`src/dcache_pkg.sv`:
```
package dcache_pkg;

    localparam int ADDR_W = 32;
    localparam int DATA_W = 32;
    localparam int LINE_W = 128;
    localparam int NWAY = 2;
    localparam int NSET = 256;
    localparam int OFFSET_W = $clog2(LINE_W / 8);
    localparam int INDEX_W = $clog2(NSET);
    localparam int TAG_W = ADDR_W - INDEX_W - OFFSET_W;
    localparam int WB_DEPTH = 4;

    typedef logic [LINE_W-1:0] line_t;

    // dirty and valid sit above the tag in a 22-bit entry
    typedef struct packed {
        logic dirty;
        logic valid;
        logic [TAG_W-1:0] tag;
    } tag_entry_t;

    typedef enum logic [2:0] {
        IDLE,
        LOOKUP,
        EVICT,
        REFILL_REQ,
        REFILL_WAIT
    } ctrl_state_e;

    function automatic logic [TAG_W-1:0] addr_tag(input logic [ADDR_W-1:0] a);
        return a[ADDR_W-1 -: TAG_W];
    endfunction

    function automatic logic [INDEX_W-1:0] addr_index(input logic [ADDR_W-1:0] a);
        return a[OFFSET_W +: INDEX_W];
    endfunction

    // word number inside the line
    function automatic logic [OFFSET_W-3:0] addr_word(input logic [ADDR_W-1:0] a);
        return a[OFFSET_W-1:2];
    endfunction

    function automatic logic [ADDR_W-1:0] line_addr(input logic [ADDR_W-1:0] a);
        return {a[ADDR_W-1:OFFSET_W], {OFFSET_W{1'b0}}};
    endfunction

endpackage

```
`src/wb_if.sv`:
```
`timescale 1ns/1ps

interface wb_if;
    import dcache_pkg::*;

    // victim push from the controller
    logic push;
    logic [ADDR_W-1:0] push_addr;
    line_t push_data;
    logic full;

    // head of the writeback buffer
    logic head_valid;
    logic [ADDR_W-1:0] head_addr;
    line_t head_data;
    logic pop;

    // refill read whose request is held until the data returns
    logic refill_req;
    logic [ADDR_W-1:0] refill_addr;
    logic refill_valid;
    line_t refill_data;

    modport ctrl (
        output push, push_addr, push_data, refill_req, refill_addr,
        input  full, head_valid, refill_valid, refill_data
    );

    modport fifo (
        input  push, push_addr, push_data, pop,
        output full, head_valid, head_addr, head_data
    );

    modport port (
        input  head_valid, head_addr, head_data, refill_req, refill_addr,
        output pop, refill_valid, refill_data
    );

endinterface

```
`src/dcache_ctrl.sv`:
```
`timescale 1ns/1ps

module dcache_ctrl (
    input  logic                                        clk,
    input  logic                                        rst,
    input  logic                                        valid_i,
    input  logic [dcache_pkg::ADDR_W-1:0]               addr_i,
    input  logic [3:0]                                  wstrb_i,
    input  logic [dcache_pkg::DATA_W-1:0]               wdata_i,
    output logic                                        data_ok_o,
    output logic [dcache_pkg::DATA_W-1:0]               rdata_o,
    output logic [dcache_pkg::INDEX_W-1:0]              rd_index_o,
    input  dcache_pkg::tag_entry_t [dcache_pkg::NWAY-1:0] tag_rd_i,
    input  dcache_pkg::line_t [dcache_pkg::NWAY-1:0]    line_rd_i,
    output logic                                        wr_way_o,
    output logic [dcache_pkg::INDEX_W-1:0]              wr_index_o,
    output logic                                        tag_we_o,
    output dcache_pkg::tag_entry_t                      tag_wr_o,
    output logic [dcache_pkg::LINE_W/8-1:0]             byte_we_o,
    output dcache_pkg::line_t                           line_wr_o,
    input  logic                                        init_done_i,
    wb_if.ctrl                                          wb
);
    import dcache_pkg::*;

    ctrl_state_e state;
    logic [ADDR_W-1:0] req_addr;
    logic [3:0] req_wstrb;
    logic [DATA_W-1:0] req_wdata;
    logic victim_way;
    logic [15:0] lfsr;
    logic [NWAY-1:0] way_hit;
    logic hit;
    logic hit_way;
    logic is_store;
    logic victim_dirty;
    tag_entry_t victim_tag;
    line_t hit_line;
    line_t store_line;
    line_t merged_line;
    logic [LINE_W/8-1:0] store_be;
    logic [OFFSET_W-3:0] word_sel;

    always_comb begin
        for (int w = 0; w < NWAY; w++) begin
            way_hit[w] = tag_rd_i[w].valid && tag_rd_i[w].tag == addr_tag(req_addr);
        end
    end

    assign hit = |way_hit;
    assign hit_way = way_hit[1];
    assign hit_line = line_rd_i[hit_way];
    assign is_store = req_wstrb != 4'b0;
    assign word_sel = addr_word(req_addr);
    assign store_be = (LINE_W / 8)'(req_wstrb) << (4 * word_sel);
    assign store_line = {(LINE_W / DATA_W){req_wdata}};

    // store bytes overlay the refilled line
    always_comb begin
        for (int b = 0; b < LINE_W / 8; b++) begin
            merged_line[8*b +: 8] = store_be[b] ? store_line[8*b +: 8]
                                                : wb.refill_data[8*b +: 8];
        end
    end

    assign victim_tag = tag_rd_i[victim_way];
    assign victim_dirty = victim_tag.valid && victim_tag.dirty;

    // arrays follow the request set once a lookup starts
    assign rd_index_o = (state == IDLE) ? addr_index(addr_i) : addr_index(req_addr);
    assign wr_index_o = addr_index(req_addr);

    always_comb begin
        wr_way_o = victim_way;
        tag_we_o = 1'b0;
        tag_wr_o = '{dirty: is_store, valid: 1'b1, tag: addr_tag(req_addr)};
        byte_we_o = '0;
        line_wr_o = merged_line;
        if (state == LOOKUP && hit && is_store) begin
            wr_way_o = hit_way;
            tag_we_o = 1'b1;
            byte_we_o = store_be;
            line_wr_o = store_line;
        end else if (state == REFILL_WAIT && wb.refill_valid) begin
            tag_we_o = 1'b1;
            byte_we_o = '1;
        end
    end

    assign data_ok_o = (state == LOOKUP && hit) || (state == REFILL_WAIT && wb.refill_valid);
    assign rdata_o = (state == LOOKUP) ? hit_line[word_sel*DATA_W +: DATA_W]
                                       : merged_line[word_sel*DATA_W +: DATA_W];

    assign wb.push = (state == EVICT) && victim_dirty && !wb.full;
    assign wb.push_addr = {victim_tag.tag, addr_index(req_addr), {OFFSET_W{1'b0}}};
    assign wb.push_data = line_rd_i[victim_way];
    assign wb.refill_req = (state == REFILL_REQ) || (state == REFILL_WAIT);
    assign wb.refill_addr = line_addr(req_addr);

    always_ff @(posedge clk) begin
        if (rst) begin
            state <= IDLE;
            lfsr <= 16'hace1;
        end else begin
            // x^16 + x^14 + x^13 + x^11 + 1
            lfsr <= {lfsr[14:0], lfsr[15] ^ lfsr[13] ^ lfsr[12] ^ lfsr[10]};
            case (state)
                IDLE: if (valid_i && init_done_i) state <= LOOKUP;
                LOOKUP: state <= hit ? IDLE : EVICT;
                EVICT: if (!(victim_dirty && wb.full)) state <= REFILL_REQ;
                // read goes out only after the buffer has drained
                REFILL_REQ: if (!wb.head_valid) state <= REFILL_WAIT;
                REFILL_WAIT: if (wb.refill_valid) state <= IDLE;
                default: state <= IDLE;
            endcase
        end
    end

    always_ff @(posedge clk) begin
        if (state == IDLE && valid_i) begin
            req_addr <= addr_i;
            req_wstrb <= wstrb_i;
            req_wdata <= wdata_i;
        end
        if (state == LOOKUP) begin
            victim_way <= lfsr[0];
        end
    end

endmodule

```
`src/flat_wrapper.sv`:
```
// flat-port wrapper written by rule: the top's interface ports become plain ports
module dcache_ctrl_flat import dcache_pkg::*;
  (clk, rst, valid_i, addr_i, wstrb_i, wdata_i, data_ok_o, rdata_o, rd_index_o, tag_rd_i, line_rd_i, wr_way_o, wr_index_o, tag_we_o, tag_wr_o, byte_we_o, line_wr_o, init_done_i, wb_push, wb_push_addr, wb_push_data, wb_refill_req, wb_refill_addr, wb_full, wb_head_valid, wb_refill_valid, wb_refill_data);
  wb_if wb_i ();
  input  logic clk;
  input  logic rst;
  input  logic valid_i;
  input  logic [dcache_pkg::ADDR_W-1:0] addr_i;
  input  logic [3:0] wstrb_i;
  input  logic [dcache_pkg::DATA_W-1:0] wdata_i;
  output logic data_ok_o;
  output logic [dcache_pkg::DATA_W-1:0] rdata_o;
  output logic [dcache_pkg::INDEX_W-1:0] rd_index_o;
  input  dcache_pkg::tag_entry_t [dcache_pkg::NWAY-1:0] tag_rd_i;
  input  dcache_pkg::line_t [dcache_pkg::NWAY-1:0] line_rd_i;
  output logic wr_way_o;
  output logic [dcache_pkg::INDEX_W-1:0] wr_index_o;
  output logic tag_we_o;
  output dcache_pkg::tag_entry_t tag_wr_o;
  output logic [dcache_pkg::LINE_W/8-1:0] byte_we_o;
  output dcache_pkg::line_t line_wr_o;
  input  logic init_done_i;
  output wire logic [$bits(wb_i.push)-1:0] wb_push;
  output wire logic [$bits(wb_i.push_addr)-1:0] wb_push_addr;
  output wire logic [$bits(wb_i.push_data)-1:0] wb_push_data;
  output wire logic [$bits(wb_i.refill_req)-1:0] wb_refill_req;
  output wire logic [$bits(wb_i.refill_addr)-1:0] wb_refill_addr;
  input wire logic [$bits(wb_i.full)-1:0] wb_full;
  input wire logic [$bits(wb_i.head_valid)-1:0] wb_head_valid;
  input wire logic [$bits(wb_i.refill_valid)-1:0] wb_refill_valid;
  input wire logic [$bits(wb_i.refill_data)-1:0] wb_refill_data;
  assign wb_push = wb_i.push;
  assign wb_push_addr = wb_i.push_addr;
  assign wb_push_data = wb_i.push_data;
  assign wb_refill_req = wb_i.refill_req;
  assign wb_refill_addr = wb_i.refill_addr;
  assign wb_i.full = wb_full;
  assign wb_i.head_valid = wb_head_valid;
  assign wb_i.refill_valid = wb_refill_valid;
  assign wb_i.refill_data = wb_refill_data;
  dcache_ctrl u_core (.clk(clk), .rst(rst), .valid_i(valid_i), .addr_i(addr_i), .wstrb_i(wstrb_i), .wdata_i(wdata_i), .data_ok_o(data_ok_o), .rdata_o(rdata_o), .rd_index_o(rd_index_o), .tag_rd_i(tag_rd_i), .line_rd_i(line_rd_i), .wr_way_o(wr_way_o), .wr_index_o(wr_index_o), .tag_we_o(tag_we_o), .tag_wr_o(tag_wr_o), .byte_we_o(byte_we_o), .line_wr_o(line_wr_o), .init_done_i(init_done_i), .wb(wb_i));
endmodule
```
`config.mk`:
```
export PLATFORM = sky130hd
export DESIGN_NAME = dcache_ctrl_flat
export DESIGN_NICKNAME = d
export VERILOG_FILES = /design/src/dcache_pkg.sv /design/src/wb_if.sv /design/src/dcache_ctrl.sv /design/src/flat_wrapper.sv
export SDC_FILE = /design/constraint.sdc
export NUM_CORES = 1
export LEC_CHECK = 0
export BUFFER_PORTS_ARGS = -buffer_cell sky130_fd_sc_hd__buf_2
export CELL_PAD_IN_SITES_DETAIL_PLACEMENT = 1
export CELL_PAD_IN_SITES_GLOBAL_PLACEMENT = 1
export CORE_AREA = 2 2 358 360
export DETAILED_ROUTE_END_ITERATION = 7
export DIE_AREA = 0 0 360 362
export PLACE_DENSITY_LB_ADDON = 0.1
export SYNTH_ARGS = -nofsm -noshare
export SYNTH_HDL_FRONTEND = slang
export SYNTH_SLANG_ARGS = --single-unit
```
`constraint.sdc`:
```
create_clock -name clk -period 4.2 [get_ports clk]
set_input_delay 0.42 -clock clk [delete_from_list [all_inputs] [get_ports clk]]
set_output_delay 0.42 -clock clk [all_outputs]
set_load 0.01 [all_outputs]
```
==> parameters.txt, run 1 <==
Parameter                              Value

Outcome
  Result of the run ... complete, no violations

Timing
  Worst-case clock skew ... 0.02196 ns
  Worst slew slack as a fraction of its limit ... 0.2396
  Share of the clock period used by the worst path after layout ... 0.9157
  Setup violation total in the final timing report ... 0
  Least-Margin Pin Slew ... around 1.1 ns
  Post-route setup TNS ... 0 ns
  Fin. max-slew vios ... 0
  Number of endpoints with negative hold slack in the final report ... 0
  RSZ-0062 raised after global routing ... no
  Final critical-path required period ... roughly 3.8 ns
  Top achievable clock speed ... 260.0 MHz

Critical path
  Most used cell, CP ... sky130_fd_sc_hd__and3_4
  Worst path cell trace ... xor2_1 > nor4_1 > and3_4 > and3_4 > buf_12 > buf_4 > o2111ai_1 > o211ai_1 > buf_2
  Buf+Inv Stages, Crit Path ... 3
  Critical path startpoint category ... register
  Startpoint of the worst setup timing path ... u_core.req_addr[25]$_DFFE_PP_
  Origin of the critical flop-to-flop path ... u_core.req_addr[25]$_DFFE_PP_
  Arr. time, crit path ... approximately 3.4 ns
  CP max-delay cell ... sky130_fd_sc_hd__edfxtp_1
  Crit path kind ... register to output pin
  Crit end category ... output pin
  Slowest Stage Delay on Critical Path ... 0.49 ns
  CP top delay family ... simple AND/OR/NAND/NOR gates
  Worst EP required ... between 3 and 4 ns
  Biggest fanout along the worst timing path ... 17

Synth
  Fraction of synthesis flops using an asynchronous set or reset pin ... 0
  Gate count of the mapped netlist ... about 1800
  Number of synthesis warnings ... 0
  Count of different cell masters after synthesis ... 48
  Sequential-to-total area share from yosys stat ... 0.1857
  Library cell with the largest summed area after synthesis ... sky130_fd_sc_hd__edfxtp_1
  Yosys reg bits ... 86
  Synth area leaders ... sky130_fd_sc_hd__edfxtp_1 16%, sky130_fd_sc_hd__mux2_2 11%, sky130_fd_sc_hd__nand2_1 10%
  Share of the synthesized area in the top cell type ... 0.1561
  Netlist area before placement ... between 10000 and 15000 um^2
  Most used DFF post-synth ... sky130_fd_sc_hd__edfxtp_1
  EDFF count, synth ... 67
  Post-synthesis area per instance ... roughly 7.2 um^2

Clock tree
  Post-CTS sizing ... 0
  Buffer cell driving the clock tree root ... sky130_fd_sc_hd__clkbuf_16
  Total CTS buffers ... 9
  H-tree levels ... 3
  Setup repair bufs after CTS ... 0
  Clock sink count ... 86
  Insertion delay to the later sink of the worst-skew pair ... 0.40 ns
  CTS max path bufs ... 2
  Register clock-pin slew on the reported worst setup and hold paths ... ~0.1 ns
  Total of hold buffers inserted after clock tree synthesis ... 0
  Clock tree from TritonCTS ... built

Pwr
  Overall Power ... around 8 mW
  Maximum ir drop on the vdd rail ... around 0.21 mV
  Total power per unit cell area ... about 410 nW/um^2
  Switching power ... 4.462 mW
  Leakage power ... about 8 nW
  Design internal power ... 3.512 mW
  Relative contribution of sequential cells to total power ... 0.181
  Clk pwr share ... 0.115
  Gate power share ... 0.704
  Switching portion of total power ... 0.5595

Drt
  Iteration-0 DRC count of the detailed router ... ~740
  Remaining antenna violation count after routing ... 0
  DR vias ... 17820
  Average detailed-routed wire length per instance ... 30.29 um
  Final Routed Wirelength ... between 100000 and 150000 um
  DRC Markers ... 0
  Via density ... around 4.2
  Detailed-routing iteration count for the pre-antenna-repair pass ... 5

Cells and area
  Share of final-layout standard cells stronger than drive strength 1 ... 0.4578
  Final #Nets ... just over 3000
  Post-route insts no fill ... 4199
  Relative area change from synthesis to final layout ... 49.22%
  Finished Core Util ... 0.1518

GRT
  Gr ovfl total ... 0
  Wire length of the first global-routing pass ... approximately 170000 um
  Number of global-route vias before repair ... between 15000 and 20000
  GRT Resource Usage Total ... 0.1864
  Largest net degree at the start of global routing ... roughly 130
  Number of antenna violations at the first check in global routing ... 56

Place
  Final GP Congestion ... between 0.8 and 0.9
  Number of cells in the design after placement ... about 4200
  Number of input and output port buffers inserted ... between 900 and 1000
  Post-detailed-placement half-perimeter wirelength ... approximately 110000 um

Floorplanning
  CORE AREA ... 126700 um^2
  Number of rows in the core area ... 131
  Die W ... ~360 um
  Initial standard-cell utilization of the core ... 0.1017
  Top-level port count ... 914
  Die Ht ... 362 um
  Die Area ... about 130000 um^2

Worst hold path
  Launch instance of the worst min-delay path ... wdata_i[26]
  Hold Path Class ... input port to register

Flow run
  Max-cap violation count ... 0
## cells in the final DEF, fill, tap and decap left out, drive strengths merged, types with 3 or more instances in the layout
cell	instances
a211oi	52
a21oi	111
a22oi	22
a31oi	31
and2	11
and3	5
buf	969
clkbuf	9
clkinv	4
conb	9
dfxtp	19
diode	14
edfxtp	67
inv	35
mux2	127
mux2i	9
mux4	10
nand2	352
nand2b	66
nand3	27
nand4	104
nor2	107
nor2b	12
nor4	4
nor4b	11
o2111ai	54
o211ai	129
o21ai	47
o311a	10
o311ai	44
o31ai	3
or2	9
xnor2	30
xor2	13
## per-stage QoR
stage                     hold slack [ns]  setup WS, ns  instance area [um^2]
after detailed placement           0.4005        0.5453                 18860
after global routing               0.1513        0.1297                 19200
final                              0.1755        0.3542                 19230
after global placement             0.3951        0.5870                 18860
after CTS                          0.1297       0.07915                 19160
after floorplan                    0.3895         1.244                 12910
## layer usage
layer  GRT usage  routed length (um)
met3     0.04642                7701
met4     0.03534                2370
met2      0.3705               69820
met1      0.1958               46960
met5           0                 332
## worst paths after layout
path                                         end  slack, ns  cells after the start
setup reg to reg    u_core.state[1]$_SDFFE_PP0P_       1.69                      8
hold reg to reg       u_core.lfsr[10]$_SDFF_PP1_       0.42                      1
hold / removal    u_core.req_wdata[26]$_DFFE_PP_       0.18                      1
setup / recovery                  line_wr_o[101]       0.35                      9
## power groups by stage
stage	logic (mW)	registers, mW	clock network [mW]
after floorplan	2.97	1.32	0
after global placement	5.84	1.47	0
after detailed placement	5.85	1.47	0
after CTS	5.87	1.45	0.978
after global routing	6.10	1.48	0.979
final	5.62	1.44	0.913
## cell usage after synthesis, drive strengths merged (3+ instances only)
cell type / count
nand2: 352
buf: 146
o211ai: 129
mux2: 127
a21oi: 111
clkbuf: 107
nor2: 107
nand4: 104
edfxtp: 67
nand2b: 66
o2111ai: 54
a211oi: 52
o21ai: 47
o311ai: 44
a31oi: 31
inv: 31
xnor2: 30
nand3: 27
a22oi: 22
dfxtp: 19
xor2: 13
nor2b: 12
and2: 11
nor4b: 11
mux4: 10
o311a: 10
mux2i: 9
or2: 9
and3: 5
nor4: 4
o31ai: 3
## layout make-up
| type | instances | area [um^2] |
|---|---|---|
| diodes | 14 | 35.03 |
| flip-flops and latches | 86 | 2392 |
| multi-input cells | 1420 | 9138 |
| fillers | 15440 | 107500 |
| clock buffers | 9 | 225.2 |
| well taps | 1662 | 2079 |
| repair buffers | 969 | 5155 |
| clock inverters | 7 | 81.33 |
| inverters | 32 | 121.4 |
## sequential cells by signal, indices dropped and copies added, names as in the netlist
| signal | flops |
|---|---|
| u_core.state | 3 |
| u_core.victim_way | 1 |
| u_core.req_wstrb | 4 |
| u_core.req_wdata | 32 |
| u_core.lfsr | 16 |
| u_core.req_addr | 30 |
## logic make-up (layout without fill, tap and decap cells)
group / after synthesis / after routing / synth area share
buffers and inverters: 285 / 1017 / 0.1113
AND/OR/NAND/NOR: 714 / 714 / 0.2631
other: 2 / 23 / 0.0005829
XOR/XNOR: 43 / 43 / 0.02923
multiplexers: 146 / 146 / 0.1355
flip-flops: 86 / 86 / 0.1857
AO/OA/AOI/OAI: 508 / 508 / 0.2747
(Power assumes the default switching activity.)
==> inputs of run 2 (changes only) <==
--- a/config.mk
+++ b/config.mk
@@ -11,6 +11,7 @@
 export CORE_AREA = 2 2 358 360
 export DETAILED_ROUTE_END_ITERATION = 7
 export DIE_AREA = 0 0 360 362
+export MAX_ROUTING_LAYER = met4
 export PLACE_DENSITY_LB_ADDON = 0.1
 export SYNTH_ARGS = -nofsm -noshare
 export SYNTH_HDL_FRONTEND = slang
==> run 2 against run 1 <==
  * Power increased by 0.24%
  * Critical path type unchanged
  * Highest routed layer is now met4
  * Clock skew decreased by 0.0083 ns
  * Largest power group unchanged
  * Critical endpoint is now line_wr_o[37]
  * Sequential power about the same
  * Cell count increased by 0.64%
==> parameters.txt, run 2 (synthesis results as in run 1) <==
Parameter                              Value

Clock tree
  CTS max path bufs ... 2 (unchanged)
  Register clock-pin slew on the reported worst setup and hold paths ... 0.10 ns (about the same)
  Insertion delay to the later sink of the worst-skew pair ... 0.41 ns (about the same)
  Clock sink count ... 86 (unchanged)
  Total of hold buffers inserted after clock tree synthesis ... 0 (unchanged)
  Clock tree from TritonCTS ... built
  Buffer cell driving the clock tree root ... sky130_fd_sc_hd__clkbuf_16
  Post-CTS sizing ... 0 (unchanged)
  Total CTS buffers ... 9 (unchanged)
  H-tree levels ... 3 (unchanged)
  Setup repair bufs after CTS ... 0 (unchanged)

Drt
  DR vias ... 17790 (-0.20%)
  Remaining antenna violation count after routing ... 0 (unchanged)
  Iteration-0 DRC count of the detailed router ... 883 (+19%)
  Average detailed-routed wire length per instance ... 30.18 um (-0.36%)
  Detailed-routing iteration count for the pre-antenna-repair pass ... 5 (unchanged)
  DRC Markers ... 0 (unchanged)
  Via density ... 4.209 (-0.84%)
  Final Routed Wirelength ... 127500 um (+0.28%)

Floorplanning
  Die Ht ... 362 um (unchanged)
  Initial standard-cell utilization of the core ... 0.1017 (unchanged)
  Die W ... 360 um (unchanged)
  CORE AREA ... 126700 um^2 (unchanged)
  Die Area ... 130300 um^2 (unchanged)
  Top-level port count ... 914 (unchanged)
  Number of rows in the core area ... 131 (unchanged)

Critical path
  Startpoint of the worst setup timing path ... u_core.req_addr[18]$_DFFE_PP_
  R2R cell count ... 7 (-1)
  Critical path startpoint category ... register
  Arr. time, crit path ... 3.49 ns (+0.06 ns)
  End point of the critical path ... line_wr_o[37]
  Endpoint of the worst-slack reg-to-reg timing path ... u_core.state[1]$_SDFFE_PP0P_
  Crit path kind ... register to output pin
  Biggest fanout along the worst timing path ... 17 (unchanged)
  Worst EP required ... 3.78 ns (about the same)
  Crit end category ... output pin
  Worst reg2reg setup slack ... 1.67 ns (-0.02 ns)
  Origin of the critical flop-to-flop path ... u_core.req_addr[18]$_DFFE_PP_

GRT
  Largest net degree at the start of global routing ... 165 (+28%)
  Number of antenna violations at the first check in global routing ... 53 (-5.4%)
  GRT Resource Usage Total ... 0.1927 (+0.006302)
  Gr ovfl total ... 0 (unchanged)
  Number of global-route vias before repair ... 19260 (+0.16%)
  Wire length of the first global-routing pass ... 169000 um (+0.53%)

Cells and area
  Most frequent cells in the layout ... 902 x sky130_fd_sc_hd__buf_2, 352 x sky130_fd_sc_hd__nand2_1, 129 x sky130_fd_sc_hd__o211ai_1
  Top flop regs ... u_core.req_wdata (32), u_core.req_addr (30), u_core.lfsr (16)
  Share of final-layout standard cells stronger than drive strength 1 ... 0.4578 (unchanged)
  Finished Core Util ... 0.1523 (+0.0005340)
  Area occupied by multi-input gates ... 9138 um^2 (unchanged)
  Final #Nets ... 3021 (unchanged)
  Relative area change from synthesis to final layout ... 49.75%
  Final Cell Area ... 19290 um^2 (+0.35%)
  Most common cell after layout, fill and taps aside ... sky130_fd_sc_hd__buf_2
  Biggest register ... u_core.req_wdata
  Max FFs per register ... 32 (unchanged)
  Storage element area ... 2392 um^2 (unchanged)
  Filler cells ... 15450 (+0.071%)

Timing
  Post-route setup TNS ... 0 ns (unchanged)
  Fin. max-slew vios ... 0 (unchanged)
  Worst-case clock skew ... 0.01366 ns (-0.008300 ns)
  Setup violation total in the final timing report ... 0 (unchanged)
  Final critical-path required period ... 3.906 ns (+0.06035 ns)
  Worst slew slack as a fraction of its limit ... 0.1845 (-0.05508)
  RSZ-0062 raised after global routing ... no
  Least-Margin Pin Slew ... 1.223 ns (+0.08580 ns)
  Number of endpoints with negative hold slack in the final report ... 0 (unchanged)
  Top achievable clock speed ... 256.0 MHz (-1.5%)
  Share of the clock period used by the worst path after layout ... 0.9300 (+0.01437)
  Setup WS post-layout ... 0.2938 ns (-0.06035 ns)

Place
  Number of input and output port buffers inserted ... 902 (unchanged)
  Final GP Congestion ... 0.8824 (+0.97%)
  Pre-CTS WS ... 0.6281 ns (+0.08275 ns)
  Area after detailed placement ... 18890 um^2 (+0.15%)
  Post-detailed-placement half-perimeter wirelength ... 109200 um (+0.19%)

Outcome
  Result of the run ... complete, no violations

Flow run
  Max-cap violation count ... 0 (unchanged)

Worst hold path
  Hold Path Class ... input port to register

Pwr
  Leakage power ... 7.954 nW (about the same)
  Overall Power ... 7.994 mW (+0.24%)
  Total power per unit cell area ... 414.3 nW/um^2 (-0.11%)
  Maximum ir drop on the vdd rail ... 0.3880 mV (+87%)
-- run 2: worst max-delay path, cell delays in order, from the launching register on --
cell                        delay [ns]
sky130_fd_sc_hd__edfxtp_1         0.52
sky130_fd_sc_hd__xnor2_1          0.23
sky130_fd_sc_hd__nand4_1          0.25
sky130_fd_sc_hd__nor4_1           0.41
sky130_fd_sc_hd__and4_2           0.44
sky130_fd_sc_hd__buf_4            0.30
sky130_fd_sc_hd__o2111ai_1        0.25
sky130_fd_sc_hd__o211ai_1         0.40
sky130_fd_sc_hd__buf_2            0.26
-- run 2: worst min path at each step --
stage	from	endpoint	slack (ns)	cells past startpoint
global placement	u_core.lfsr[6]$_SDFF_PP1_	u_core.lfsr[7]$_SDFF_PP1_	0.39	1
global route	wdata_i[30]	u_core.req_wdata[30]$_DFFE_PP_	0.15	1
detailed placement	u_core.lfsr[4]$_SDFF_PP0_	u_core.lfsr[5]$_SDFF_PP1_	0.40	1
CTS	addr_i[15]	u_core.req_addr[15]$_DFFE_PP_	0.15	1
floorplan	u_core.lfsr[9]$_SDFF_PP0_	u_core.lfsr[10]$_SDFF_PP1_	0.39	1
finish	addr_i[25]	u_core.req_addr[25]$_DFFE_PP_	0.18	1
-- run 2: power breakdown --
| group | switching [mW] | internal, mW | leakage (nW) |
|---|---|---|---|
| Sequential | 0.308 | 1.15 | 0.794 |
| Combinational | 3.67 | 1.95 | 7.01 |
| Clock | 0.489 | 0.427 | 0.150 |
| Total | 4.47 | 3.53 | 7.95 |
-- run 2: cell type report --
cell class                      instances  area share
Antenna cell                           41    0.005317
Clock buffer                            9     0.01167
Clock inverter                          7    0.004215
Inverter                               32    0.006290
Multi-Input combinational cell       1420      0.4736
Sequential cell                        86      0.1240
Tap cell                             1662      0.1078
Timing Repair Buffer                  969      0.2672
-- run 2: layer usage --
layer	wire length, um	global-route usage
met5	0	-
met4	1702	0.02826
met3	7927	0.05036
met2	70290	0.3733
met1	47630	0.1960
-- run 2: stage by stage --
stage / hold slack, ns / std cells
after floorplan: 0.3895 / 1791
after global placement: 0.3933 / 4169
after detailed placement: 0.3957 / 4169
after CTS: 0.1521 / 4185
after global routing: 0.1450 / 4220
final: 0.1813 / 4226
==> inputs of run 3 (changes only) <==
--- a/config.mk
+++ b/config.mk
@@ -12,7 +12,7 @@
 export DETAILED_ROUTE_END_ITERATION = 7
 export DIE_AREA = 0 0 360 362
 export MAX_ROUTING_LAYER = met4
-export PLACE_DENSITY_LB_ADDON = 0.1
+export PLACE_DENSITY = 0.39
 export SYNTH_ARGS = -nofsm -noshare
 export SYNTH_HDL_FRONTEND = slang
 export SYNTH_SLANG_ARGS = --single-unit
==> run 3 against run 2 <==
  * Clock skew rose by 0.0052 ns
  * Design area rose by 1.2%
  * Via count rose by 0.93%
  * Largest power group unchanged
  * Wire length rose by 4.1%
  * Worst hold slack improved by 0.012 ns
==> parameters.txt, run 3 (synthesis results as in run 1) <==
Parameter                              Value

Outcome
  Result of the run ... complete, no violations

Drt
  DRC Markers ... 0 (unchanged)
  Final Routed Wirelength ... 132800 um (+4.1%)
  Iteration-0 DRC count of the detailed router ... 1082 (+23%)
  Remaining antenna violation count after routing ... 0 (unchanged)
  DR vias ... 17950 (+0.93%)
  Average detailed-routed wire length per instance ... 31.16 um (+3.3%)
  Detailed-routing iteration count for the pre-antenna-repair pass ... 5 (unchanged)
  Via density ... 4.213 (+0.10%)

GRT
  Number of antenna violations at the first check in global routing ... 66 (+25%)
  Met2 Track Usage GR ... 0.3721 (-0.001249)
  Gr busiest metal ... met2
  Gr ovfl total ... 0 (unchanged)
  Met1 usage ... 0.2127 (+0.01668)
  Wire length of the first global-routing pass ... 172300 um (+2.0%)
  GRT Resource Usage Total ... 0.2005 (+0.007816)
  Largest net degree at the start of global routing ... 129 (-22%)
  Number of global-route vias before repair ... 18690 (-3.0%)
  M3 GR Usage ... 0.05740 (+0.007046)

Critical path
  Crit path kind ... register to output pin
  Endpoint of the worst-slack reg-to-reg timing path ... u_core.state[1]$_SDFFE_PP0P_
  Worst reg2reg setup slack ... 1.77 ns (+0.10 ns)
  R2R cell count ... 7 (unchanged)
  Origin of the critical flop-to-flop path ... u_core.req_addr[24]$_DFFE_PP_
  Biggest fanout along the worst timing path ... 52 (+35)
  End point of the critical path ... line_wr_o[127]
  Worst EP required ... 3.78 ns (about the same)
  Crit end category ... output pin
  Startpoint of the worst setup timing path ... u_core.req_addr[24]$_DFFE_PP_
  Arr. time, crit path ... 3.51 ns (+0.02 ns)
  Critical path startpoint category ... register

Floorplanning
  CORE AREA ... 126700 um^2 (unchanged)
  Die W ... 360 um (unchanged)
  Die Ht ... 362 um (unchanged)
  Initial standard-cell utilization of the core ... 0.1017 (unchanged)
  Die Area ... 130300 um^2 (unchanged)
  Number of rows in the core area ... 131 (unchanged)
  Top-level port count ... 914 (unchanged)

Timing
  Least-Margin Pin Slew ... 1.014 ns (-0.2089 ns)
  Share of the clock period used by the worst path after layout ... 0.9362 (+0.006202)
  Fin. max-slew vios ... 0 (unchanged)
  Top achievable clock speed ... 254.3 MHz (-0.66%)
  Setup violation total in the final timing report ... 0 (unchanged)
  Worst slew slack as a fraction of its limit ... 0.3208 (+0.1363)
  RSZ-0062 raised after global routing ... no
  Final critical-path required period ... 3.932 ns (+0.02605 ns)
  Number of endpoints with negative hold slack in the final report ... 0 (unchanged)
  Worst-case clock skew ... 0.01884 ns (+0.005177 ns)
  Post-route setup TNS ... 0 ns (unchanged)

Clock tree
  Post-CTS sizing ... 0 (unchanged)
  Total CTS buffers ... 9 (unchanged)
  Register clock-pin slew on the reported worst setup and hold paths ... 0.09 ns (about the same)
  Clock sink count ... 86 (unchanged)
  Setup repair bufs after CTS ... 0 (unchanged)
  Clock tree from TritonCTS ... built
  CTS max path bufs ... 2 (unchanged)
  H-tree levels ... 3 (unchanged)
  Total of hold buffers inserted after clock tree synthesis ... 0 (unchanged)
  Buffer cell driving the clock tree root ... sky130_fd_sc_hd__clkbuf_16
  Insertion delay to the later sink of the worst-skew pair ... 0.39 ns (-0.02 ns)

Place
  Post-detailed-placement half-perimeter wirelength ... 113800 um (+4.2%)
  Final GP Congestion ... 0.8529 (-3.3%)
  Area after detailed placement ... 19140 um^2 (+1.4%)
  Number of cells in the design after placement ... 4202 (+0.79%)
  Number of input and output port buffers inserted ... 902 (unchanged)

Cells and area
  Share of final-layout standard cells stronger than drive strength 1 ... 0.4640 (+0.006218)
  Top flop regs ... u_core.req_wdata (32), u_core.req_addr (30), u_core.lfsr (16)
  Filler cells ... 15580 (+0.83%)
  Final Cell Area ... 19530 um^2 (+1.2%)
  Finished Core Util ... 0.1542 (+0.001876)
  Biggest register ... u_core.req_wdata
  Final #Nets ... 3054 (+1.1%)
  Most common cell after layout, fill and taps aside ... sky130_fd_sc_hd__buf_2
  Most frequent cells in the layout ... 902 x sky130_fd_sc_hd__buf_2, 352 x sky130_fd_sc_hd__nand2_1, 129 x sky130_fd_sc_hd__o211ai_1
  Relative area change from synthesis to final layout ... 51.59%
  Max FFs per register ... 32 (unchanged)
  Post-route insts no fill ... 4261 (+0.83%)

Worst hold path
  Hold Path Class ... input port to register

Pwr
  Maximum ir drop on the vdd rail ... 0.2098 mV (-46%)
  Total power per unit cell area ... 422.3 nW/um^2 (+1.9%)
  Leakage power ... 8.113 nW (+2.0%)

Flow run
  Max-cap violation count ... 0 (unchanged)
## run 3: cell types whose count changed in the layout (fill, tap and decap cells not counted), moves of 2 or more
cell | previous run | this run
sky130_fd_sc_hd__buf_4 | 56 | 88
sky130_fd_sc_hd__clkinv_8 | 2 | 0
sky130_fd_sc_hd__diode_2 | 41 | 43
sky130_fd_sc_hd__o311ai_0 | 44 | 42
sky130_fd_sc_hd__o311ai_1 | 0 | 2
## run 3: worst max-delay path: stages (launching register included)
cell and delay [ns]:
sky130_fd_sc_hd__edfxtp_1 0.46, sky130_fd_sc_hd__xnor2_1 0.42, sky130_fd_sc_hd__nand4_1 0.22, sky130_fd_sc_hd__nor2_4 0.21, sky130_fd_sc_hd__and3_4 0.50, sky130_fd_sc_hd__o211a_4 0.38, sky130_fd_sc_hd__buf_12 0.29, sky130_fd_sc_hd__buf_4 0.26
sky130_fd_sc_hd__o211ai_1 0.14, sky130_fd_sc_hd__buf_2 0.18
## run 3: metal layers
layer	routed length, um	vias up
li1	-	8182
met1	50070	8958
met2	70550	736
met3	9760	77
met4	2391	0
met5	0	-
## run 3: final cells by class
type                    instances  area, um^2  area share
diodes                         43       107.6    0.005509
clock buffers                   9       225.2     0.01153
clock inverters                 7       55.05    0.002819
inverters                      32       121.4    0.006214
multi-input cells            1420        9136      0.4677
flip-flops and latches         86        2392      0.1225
well taps                    1662        2079      0.1065
repair buffers               1002        5415      0.2772
## run 3: per-stage QoR
step / power [mW] / hold slack (ns) / worst slack [ns]
final: 8.248 / 0.1937 / 0.2678
after global routing: 8.819 / 0.1733 / 0.06740
after CTS: 8.532 / 0.1708 / 0.1704
after detailed placement: 7.634 / 0.3945 / 0.5544
after global placement: 7.645 / 0.3911 / 0.5709
after floorplan: 4.292 / 0.3895 / 1.244
## run 3: worst min-delay path by stage
stage                               start                       endpoint  cells after the start
3_3_place_gp   u_core.lfsr[14]$_SDFF_PP0_     u_core.lfsr[15]$_SDFF_PP1_                      1
2_1_floorplan   u_core.lfsr[9]$_SDFF_PP0_     u_core.lfsr[10]$_SDFF_PP1_                      1
4_1_cts                        addr_i[25]  u_core.req_addr[25]$_DFFE_PP_                      1
3_5_place_dp    u_core.lfsr[9]$_SDFF_PP0_     u_core.lfsr[10]$_SDFF_PP1_                      1
5_1_grt                        addr_i[22]  u_core.req_addr[22]$_DFFE_PP_                      1
6_report                       addr_i[25]  u_core.req_addr[25]$_DFFE_PP_                      1
## run 3: where the power goes
part | internal, mW | switching (mW) | total (mW) | leakage [nW]
combinational | 2.05 | 3.83 | 5.88 | 7.18
clock | 0.411 | 0.440 | 0.851 | 0.142
sequential | 1.16 | 0.357 | 1.51 | 0.794
total | 3.62 | 4.63 | 8.25 | 8.11
